`config.mk`:
```
export PLATFORM = sky130hd
export DESIGN_NAME = multicycleControl
export DESIGN_NICKNAME = d
export VERILOG_FILES = /design/src/verilog/ctrlPkg.sv /design/src/verilog/instrDecoder.sv /design/src/verilog/cycleSequencer.sv /design/src/verilog/controlEncoder.sv /design/src/verilog/multicycleControl.sv
export SDC_FILE = /design/constraint.sdc
export NUM_CORES = 1
export LEC_CHECK = 0
export ABC_CLOCK_PERIOD_IN_PS = 2900
export BUFFER_PORTS_ARGS = -buffer_cell sky130_fd_sc_hd__buf_2
export CAP_MARGIN = 20
export CELL_PAD_IN_SITES_DETAIL_PLACEMENT = 1
export CELL_PAD_IN_SITES_GLOBAL_PLACEMENT = 1
export CORE_ASPECT_RATIO = 1.1
export CORE_MARGIN = 4
export CORE_UTILIZATION = 34
export DETAILED_ROUTE_END_ITERATION = 8
export PLACE_DENSITY = 0.85
export RECOVER_POWER = 25
export SYNTH_ARGS = -nofsm -noshare
export SYNTH_HDL_FRONTEND = slang
export SYNTH_SLANG_ARGS = --single-unit
```
`constraint.sdc`:
```
create_clock -name clk -period 2.9 [get_ports clk]
set_input_delay 0.58 -clock clk [delete_from_list [all_inputs] [get_ports clk]]
set_output_delay 0.58 -clock clk [all_outputs]
set_load 0.1 [all_outputs]
```
`src/verilog/ctrlPkg.sv`:
```
`default_nettype none

package ctrlPkg;

    // instruction fields
    typedef logic [5:0] opcode_t;
    typedef logic [5:0] funct_t;

    // datapath mux selects and codes
    typedef logic [1:0] aluSrcB_t;
    typedef logic [1:0] regDst_t;
    typedef logic [1:0] shiftQnt_t;
    typedef logic [1:0] shiftReg_t;
    typedef logic [2:0] iorD_t;
    typedef logic [2:0] aluOp_t;
    typedef logic [2:0] pcSrc_t;
    typedef logic [2:0] shiftType_t;
    typedef logic [3:0] memtoReg_t;

    localparam opcode_t op0     = 6'h00;
    localparam opcode_t opAddi  = 6'h08;
    localparam opcode_t opAddiu = 6'h09;
    localparam opcode_t opLb    = 6'h20;
    localparam opcode_t opLh    = 6'h21;
    localparam opcode_t opLw    = 6'h23;
    localparam opcode_t opSb    = 6'h28;
    localparam opcode_t opSh    = 6'h29;
    localparam opcode_t opSw    = 6'h2b;

    localparam funct_t functSll = 6'h00;
    localparam funct_t functSrl = 6'h02;
    localparam funct_t functSra = 6'h03;
    localparam funct_t functAdd = 6'h20;

    localparam aluOp_t aluOpAdd = 3'd1;
    localparam aluOp_t aluOpSub = 3'd2;

    localparam iorD_t iorDPc       = 3'd0;
    localparam iorD_t iorDAlu      = 3'd1;
    localparam iorD_t iorDBadOp    = 3'd2; // trap vector for undefined opcode
    localparam iorD_t iorDOverflow = 3'd3;

    localparam pcSrc_t pcSrcAlu  = 3'd0;
    localparam pcSrc_t pcSrcTrap = 3'd3; // handler address from mdr

    localparam shiftType_t shiftLoad       = 3'd1;
    localparam shiftType_t shiftLeft       = 3'd2;
    localparam shiftType_t shiftRightLogic = 3'd3;
    localparam shiftType_t shiftRightArith = 3'd4;

    typedef enum logic [2:0] {
        clsAdd,
        clsImm,
        clsMem,
        clsShift,
        clsUndef
    } instrClass_t;

    typedef enum logic [1:0] {
        widthWord,
        widthHalf,
        widthByte
    } memWidth_t;

    typedef enum logic [4:0] {
        stInit,
        stFetch, stMemWait, stIrLoad, stDecode,
        stAddExec, stAddWrite,
        stImmExec, stImmWrite,
        stAddrCalc, stStoreWord, stMemRead, stMdrWait, stMdrLoad, stLoadWrite, stStorePart,
        stShiftLoad, stShiftOp, stShiftWrite,
        stOvfTrap, stBadOpTrap, stTrapWait, stTrapLoad, stTrapJump
    } ctrlState_t;

    typedef struct packed {
        instrClass_t cls;
        memWidth_t   width;
        logic        isStore;
        logic        trapOnOverflow;
        shiftType_t  shiftType;
    } decodeInfo_t;

    typedef struct packed {
        logic       pcWrite;
        logic       wdSrc;
        logic       memWrite;
        logic       irWrite;
        logic       regWrite;
        logic       regALoad;
        logic       regBLoad;
        logic       aluSrcA;
        logic       epcWrite;
        logic       aluOutWrite;
        logic       twoBytes;
        logic       store;
        logic       mdrLoad;
        regDst_t    regDst;
        aluSrcB_t   aluSrcB;
        shiftQnt_t  shiftQnt;
        shiftReg_t  shiftReg;
        iorD_t      iorD;
        aluOp_t     aluOp;
        pcSrc_t     pcSrc;
        shiftType_t shiftType;
        memtoReg_t  memtoReg;
    } ctrlWord_t;

endpackage

`default_nettype wire

```
`src/verilog/instrDecoder.sv`:
```
`timescale 1ns/1ps
`default_nettype none

module instrDecoder (
    input  wire ctrlPkg::opcode_t opcode,
    input  wire ctrlPkg::funct_t  funct,
    output ctrlPkg::decodeInfo_t  info
);

    always_comb begin
        info.cls            = ctrlPkg::clsUndef;
        info.width          = ctrlPkg::widthWord;
        info.isStore        = 1'b0;
        info.trapOnOverflow = 1'b0;
        info.shiftType      = '0;

        case (opcode)
            ctrlPkg::op0: begin
                case (funct)
                    ctrlPkg::functAdd: begin
                        info.cls            = ctrlPkg::clsAdd;
                        info.trapOnOverflow = 1'b1;
                    end
                    ctrlPkg::functSll: begin
                        info.cls       = ctrlPkg::clsShift;
                        info.shiftType = ctrlPkg::shiftLeft;
                    end
                    ctrlPkg::functSrl: begin
                        info.cls       = ctrlPkg::clsShift;
                        info.shiftType = ctrlPkg::shiftRightLogic;
                    end
                    ctrlPkg::functSra: begin
                        info.cls       = ctrlPkg::clsShift;
                        info.shiftType = ctrlPkg::shiftRightArith;
                    end
                    default: info.cls = ctrlPkg::clsUndef;
                endcase
            end
            ctrlPkg::opAddi: begin
                info.cls            = ctrlPkg::clsImm;
                info.trapOnOverflow = 1'b1;
            end
            ctrlPkg::opAddiu: info.cls = ctrlPkg::clsImm; // never traps
            ctrlPkg::opLw: info.cls = ctrlPkg::clsMem;
            ctrlPkg::opLh: begin
                info.cls   = ctrlPkg::clsMem;
                info.width = ctrlPkg::widthHalf;
            end
            ctrlPkg::opLb: begin
                info.cls   = ctrlPkg::clsMem;
                info.width = ctrlPkg::widthByte;
            end
            ctrlPkg::opSw: begin
                info.cls     = ctrlPkg::clsMem;
                info.isStore = 1'b1;
            end
            ctrlPkg::opSh: begin
                info.cls     = ctrlPkg::clsMem;
                info.width   = ctrlPkg::widthHalf;
                info.isStore = 1'b1;
            end
            ctrlPkg::opSb: begin
                info.cls     = ctrlPkg::clsMem;
                info.width   = ctrlPkg::widthByte;
                info.isStore = 1'b1;
            end
            default: info.cls = ctrlPkg::clsUndef;
        endcase
    end

endmodule

`default_nettype wire

```
`src/verilog/cycleSequencer.sv`:
```
`timescale 1ns/1ps
`default_nettype none

module cycleSequencer (
    input  wire clk,
    input  wire rstN,
    input  wire overflow,
    input  wire ctrlPkg::decodeInfo_t info,
    output ctrlPkg::ctrlState_t state
);

    ctrlPkg::ctrlState_t nextState;
    logic ovfTrap;
    logic wordStore;

    assign ovfTrap   = overflow && info.trapOnOverflow; // addiu ignores overflow
    assign wordStore = info.isStore && (info.width == ctrlPkg::widthWord);

    always_ff @(posedge clk or negedge rstN) begin
        if (!rstN) begin
            state <= ctrlPkg::stInit;
        end else begin
            state <= nextState;
        end
    end

    always_comb begin
        nextState = ctrlPkg::stInit;
        case (state)
            ctrlPkg::stInit:    nextState = ctrlPkg::stFetch;

            // common cycles
            ctrlPkg::stFetch:   nextState = ctrlPkg::stMemWait;
            ctrlPkg::stMemWait: nextState = ctrlPkg::stIrLoad;
            ctrlPkg::stIrLoad:  nextState = ctrlPkg::stDecode;
            ctrlPkg::stDecode: begin
                case (info.cls)
                    ctrlPkg::clsAdd:   nextState = ctrlPkg::stAddExec;
                    ctrlPkg::clsImm:   nextState = ctrlPkg::stImmExec;
                    ctrlPkg::clsMem:   nextState = ctrlPkg::stAddrCalc;
                    ctrlPkg::clsShift: nextState = ctrlPkg::stShiftLoad;
                    default:           nextState = ctrlPkg::stBadOpTrap;
                endcase
            end

            ctrlPkg::stAddExec: begin
                nextState = ovfTrap ? ctrlPkg::stOvfTrap : ctrlPkg::stAddWrite;
            end
            ctrlPkg::stAddWrite: nextState = ctrlPkg::stFetch;
            ctrlPkg::stImmExec: begin
                nextState = ovfTrap ? ctrlPkg::stOvfTrap : ctrlPkg::stImmWrite;
            end
            ctrlPkg::stImmWrite: nextState = ctrlPkg::stFetch;

            // memory path, partial stores read the word first
            ctrlPkg::stAddrCalc: begin
                if (wordStore) begin
                    nextState = ctrlPkg::stStoreWord;
                end else begin
                    nextState = ctrlPkg::stMemRead;
                end
            end
            ctrlPkg::stStoreWord: nextState = ctrlPkg::stFetch;
            ctrlPkg::stMemRead:   nextState = ctrlPkg::stMdrWait;
            ctrlPkg::stMdrWait:   nextState = ctrlPkg::stMdrLoad;
            ctrlPkg::stMdrLoad: begin
                if (info.isStore) begin
                    nextState = ctrlPkg::stStorePart;
                end else begin
                    nextState = ctrlPkg::stLoadWrite;
                end
            end
            ctrlPkg::stLoadWrite: nextState = ctrlPkg::stFetch;
            ctrlPkg::stStorePart: nextState = ctrlPkg::stFetch;

            ctrlPkg::stShiftLoad:  nextState = ctrlPkg::stShiftOp;
            ctrlPkg::stShiftOp:    nextState = ctrlPkg::stShiftWrite;
            ctrlPkg::stShiftWrite: nextState = ctrlPkg::stFetch;

            // both traps share the handler fetch
            ctrlPkg::stOvfTrap:   nextState = ctrlPkg::stTrapWait;
            ctrlPkg::stBadOpTrap: nextState = ctrlPkg::stTrapWait;
            ctrlPkg::stTrapWait:  nextState = ctrlPkg::stTrapLoad;
            ctrlPkg::stTrapLoad:  nextState = ctrlPkg::stTrapJump;
            ctrlPkg::stTrapJump:  nextState = ctrlPkg::stFetch;

            default: nextState = ctrlPkg::stInit;
        endcase
    end

endmodule

`default_nettype wire

```
`src/verilog/controlEncoder.sv`:
```
`timescale 1ns/1ps
`default_nettype none

module controlEncoder (
    input  wire rstN,
    input  wire ctrlPkg::ctrlState_t  state,
    input  wire ctrlPkg::decodeInfo_t info,
    output ctrlPkg::ctrlWord_t ctrl
);

    ctrlPkg::ctrlWord_t word;
    logic isHalf;
    logic isWord;

    assign isHalf = (info.width == ctrlPkg::widthHalf);
    assign isWord = (info.width == ctrlPkg::widthWord);

    always_comb begin
        word = '0;
        case (state)
            ctrlPkg::stInit: begin
                word.regWrite = 1'b1; // clear register file entry
                word.regDst   = 2'd3;
                word.memtoReg = 4'd7;
            end
            ctrlPkg::stFetch: begin
                word.pcWrite = 1'b1; // pc + 4
                word.pcSrc   = ctrlPkg::pcSrcAlu;
                word.aluSrcB = 2'd1;
                word.aluOp   = ctrlPkg::aluOpAdd;
                word.iorD    = ctrlPkg::iorDPc;
            end
            ctrlPkg::stIrLoad: word.irWrite = 1'b1;
            ctrlPkg::stDecode: begin
                word.regALoad    = 1'b1;
                word.regBLoad    = 1'b1;
                word.aluOutWrite = 1'b1; // branch target, unused here
                word.aluSrcB     = 2'd3;
                word.aluOp       = ctrlPkg::aluOpAdd;
            end

            ctrlPkg::stAddExec: begin
                word.aluSrcA     = 1'b1;
                word.aluOp       = ctrlPkg::aluOpAdd;
                word.aluOutWrite = 1'b1;
            end
            ctrlPkg::stImmExec, ctrlPkg::stAddrCalc: begin
                word.aluSrcA     = 1'b1;
                word.aluSrcB     = 2'd2; // sign extended immediate
                word.aluOp       = ctrlPkg::aluOpAdd;
                word.aluOutWrite = 1'b1;
            end
            ctrlPkg::stAddWrite, ctrlPkg::stShiftWrite: begin
                word.regWrite = 1'b1;
                word.regDst   = 2'd1; // rd
                word.memtoReg = (state == ctrlPkg::stShiftWrite) ? 4'd3 : 4'd0;
            end
            ctrlPkg::stImmWrite: word.regWrite = 1'b1;

            ctrlPkg::stStoreWord: begin
                word.memWrite = 1'b1;
                word.iorD     = ctrlPkg::iorDAlu;
            end
            ctrlPkg::stMemRead, ctrlPkg::stMdrWait: word.iorD = ctrlPkg::iorDAlu;
            ctrlPkg::stMdrLoad: begin
                word.iorD    = ctrlPkg::iorDAlu;
                word.mdrLoad = 1'b1;
            end
            ctrlPkg::stLoadWrite: begin
                word.regWrite = 1'b1;
                word.memtoReg = isWord ? 4'd1 : 4'd2;
                word.twoBytes = isHalf;
            end
            ctrlPkg::stStorePart: begin
                // merge rt into the word just read
                word.memWrite = 1'b1;
                word.iorD     = ctrlPkg::iorDAlu;
                word.wdSrc    = 1'b1;
                word.store    = 1'b1;
                word.twoBytes = isHalf;
            end

            ctrlPkg::stShiftLoad: begin
                word.shiftQnt  = 2'd1; // shamt field
                word.shiftReg  = 2'd2;
                word.shiftType = ctrlPkg::shiftLoad;
            end
            ctrlPkg::stShiftOp: word.shiftType = info.shiftType;

            ctrlPkg::stOvfTrap, ctrlPkg::stBadOpTrap: begin
                // epc gets pc - 4
                word.epcWrite = 1'b1;
                word.aluSrcB  = 2'd1;
                word.aluOp    = ctrlPkg::aluOpSub;
                if (state == ctrlPkg::stOvfTrap) begin
                    word.iorD = ctrlPkg::iorDOverflow;
                end else begin
                    word.iorD = ctrlPkg::iorDBadOp;
                end
            end
            ctrlPkg::stTrapLoad: word.mdrLoad = 1'b1;
            ctrlPkg::stTrapJump: begin
                word.pcWrite = 1'b1;
                word.pcSrc   = ctrlPkg::pcSrcTrap;
            end
            default: word = '0;
        endcase
    end

    assign ctrl = rstN ? word : '0;

endmodule

`default_nettype wire

```
`src/verilog/multicycleControl.sv`:
```
`timescale 1ns/1ps
`default_nettype none

module multicycleControl (
    input  wire clk,
    input  wire rstN,
    input  wire ctrlPkg::opcode_t opcode,
    input  wire ctrlPkg::funct_t  funct,
    input  wire overflow,
    output ctrlPkg::ctrlWord_t ctrl
);

    ctrlPkg::decodeInfo_t info;
    ctrlPkg::ctrlState_t  state;

    instrDecoder instrDecoder_inst (
        .opcode (opcode),
        .funct  (funct),
        .info   (info)
    );

    cycleSequencer cycleSequencer_inst (
        .clk      (clk),
        .rstN     (rstN),
        .overflow (overflow),
        .info     (info),
        .state    (state)
    );

    controlEncoder controlEncoder_inst (
        .rstN  (rstN),
        .state (state),
        .info  (info),
        .ctrl  (ctrl)
    );

endmodule

`default_nettype wire

```
==> impl_metrics.tcl <==
set metrics [dict create \
    outcome "complete, no violations" \
    period_needed_ps 2700 \
    slew_violations 0 \
    place_congestion 0.828 \
    syn_area_um2 1130 \
    synth_top_family_by_area "simple AND/OR/NAND/NOR gates" \
    synth_seq_cells 5 \
    swShare_pct 66.9 \
    hold_viol 0 \
    clk_pin_slew_ps 50 \
    syn2layout_area_growth_pct 41.2 \
    vias_per_cell 5.87 \
    largest_reg_flops 5 \
    hold_path_class "in -> async" \
    ant_nets 0 \
    detail_route.drc_violations 0 \
    start_util_pct 36.3 \
    vias 1345 \
    cts_max_level 1 \
    synthMuxAreaShare_pct 1.88 \
    fin_crit_sh_pct 93.3 \
    firstDrtPassIters 4 \
    netlist_instances 162 \
    yosysSeqAreaShare_pct 11.0 \
    dp_hpwl_mm 3.24 \
    track_usage_pct 19.0 \
    yosysWarnings 0 \
    synth_xor_area_share_pct 1.55 \
    worstSetupPathType "reg -> out" \
    top_regs "cycleSequencer_inst.state (5)" \
    final_cell_mix "buf_2, nand2_1, buf_12" \
    p_int_uw 659 \
    synth_compound_area_share_pct 26.3 \
    synth.avg_cell_area_um2 7.00 \
    synth.largest_area_cell "dfrtp_1" \
    place_area_um2 1570 \
    p_sw_mw 1.33 \
    overflow 0 \
    max_flop_register "cycleSequencer_inst.state" \
    post-route-cell-area_um2 1600 \
    cts_tree "done" \
    grtUsageMet1_pct 20.6 \
    coreArea_um2 3130 \
    postCtsHoldBufs 0 \
    cts_buffer_depth 2 \
    worstPathMaxFanout 15 \
    grt_pass1_wl_mm 6.60 \
    skew_ps 8.09 \
    power_frac_seq_pct 11.9 \
    ys_top_cells_by_area "dfrtp_1, buf_4, nand2_1, nor2_1, nor2b_1" \
    p_clk_share_pct 4.2 \
    final_nets 211 \
    die_width_um 63.1 \
    clk_latency_ps 250 \
    numCtsBuffers 3 \
    worstSetupEndpointType "output pin" \
    rows 21 \
    grt.busiest_layer "met2" \
    grt_max_degree 24 \
    cts.repair.resized 0 \
    pwr-share-comb_pct 83.9 \
    p_per_area_nw_per_um2 1240 \
    final_common_cell "buf_2" \
    setup_tns_ps 0 \
    antenna_found_initial 0 \
    rsz0062_at_grt "false" \
    die_area_um2 4320 \
    drive_gt1_share_pct 42.6 \
    synthDistinctLibCells 60 \
    cp.arrival_ps 2120 \
    grt_pass1_vias 1387 \
    critical_path_required_ps 2320 \
    setup_violations 0 \
    wl_per_cell_um 17.7 \
    async_flop_share_pct 100 \
    n_antenna_cell 0 \
    yosysTopAreaCellShare_pct 11.0 \
    root_buffer "clkbuf_4" \
    ir_worst_vdd_uv 581 \
    port-buffer-count 45 \
    cts_setup_buffers 0 \
    power_leakage_nw 0.700 \
    max_cap_violations 0 \
    numClockSinks 5 \
    ioPinCount 52 \
    die_y_um 68.6 \
    dr.first_iter.drc_count 54 \
    synth_flop_cell "dfrtp_1" \
    max_freq_ghz 0.370 \
    cp-start-kind "flop" \
    yosys.area_share.simple_pct 42.5 \
    synth_fa_ha_area_share_pct 0 \
    synth-edff-count 0 \
    wirelength_mm 4.06 \
    gr-usage-met3_pct 2.92 \
    grt_use_met2_pct 37.8 \
]
## power by group through the flow
stage / combinational [mW] / clock, mW / sequential [mW]
4_1_cts: 1.67 / 0.0860 / 0.235
2_1_floorplan: 1.44 / 0 / 0.118
3_5_place_dp: 1.67 / 0 / 0.235
5_1_grt: 1.75 / 0.0901 / 0.250
6_report: 1.67 / 0.0827 / 0.237
3_3_place_gp: 1.62 / 0 / 0.231
## worst max-delay path, stage by stage (launching register included)
cell	delay, ps
dfrtp_1	500
buf_4	270
nand2b_1	270
o22ai_1	220
a21oi_1	100
nor2_2	80
buf_2	420
## kinds of logic after synthesis
group                     after synthesis
and+or+nand+nor                        81
DFF                                     5
xor gates and xnor gates                2
buffers and inverters                  31
other                                   1
AOI/OAI and AO/OA                      40
muxes                                   2
## routing by layer
metal / wire, um / vias to the layer above
met3: 146 / 6
met1: 1620 / 657
met4: 43 / 0
met2: 2250 / 39
met5: 0 / -
li1: - / 643
## synth_stat cells (2+ instances only)
cell	number
buf_4	16
nand2_1	14
nor2_1	13
buf_2	7
nor2b_1	7
a21oi_1	6
nand2b_1	6
dfrtp_1	5
nor3_1	5
o21ai_0	5
inv_1	4
nand3_1	4
nor4_1	4
nor4b_1	4
clkbuf_1	3
nor3b_1	3
a21boi_0	2
a32oi_1	2
and2_1	2
and2b_1	2
and3_1	2
nand3b_1	2
o211a_1	2
o21a_1	2
o21bai_1	2
o221ai_1	2
o22ai_1	2
or2_2	2
## stage by stage
| step | setup WS [ps] | std cells | hold WS [ps] | power (mW) | utilization (%) |
|---|---|---|---|---|---|
| detailed placement | 306 | 225 | 421 | 1.90 | 50.3 |
| finish | 195 | 229 | 225 | 1.99 | 51.2 |
| global placement | 362 | 225 | 417 | 1.85 | 50.3 |
| CTS | 55.7 | 229 | 151 | 1.99 | 51.2 |
| global route | 51.3 | 229 | 248 | 2.09 | 51.2 |
| floorplan | -553 | 167 | 284 | 1.56 | - |
## worst paths after layout
check	startpoint	cells after the start	slack (ps)	endpoint
worst max-delay path	cycleSequencer_inst.state[3]	6	200	ctrl[0]
worst max register to register	cycleSequencer_inst.state[2]	4	1070	cycleSequencer_inst.state[2]
worst min-delay path	rstN	1	220	cycleSequencer_inst.state[0]
max in group asynchronous	rstN	2	2190	cycleSequencer_inst.state[1]
min in group clk	overflow	3	660	cycleSequencer_inst.state[0]
worst min register to register	cycleSequencer_inst.state[0]	2	840	cycleSequencer_inst.state[3]
## layout make-up
class                   count  area [um^2]
multi-input cells         131          988
repair buffers             51          402
well taps                  34         42.5
clock buffers               4         26.3
fillers                   405         1530
inverters                   4         15.0
flip-flops and latches      5          126
Power figures use the tool's default switching activity.
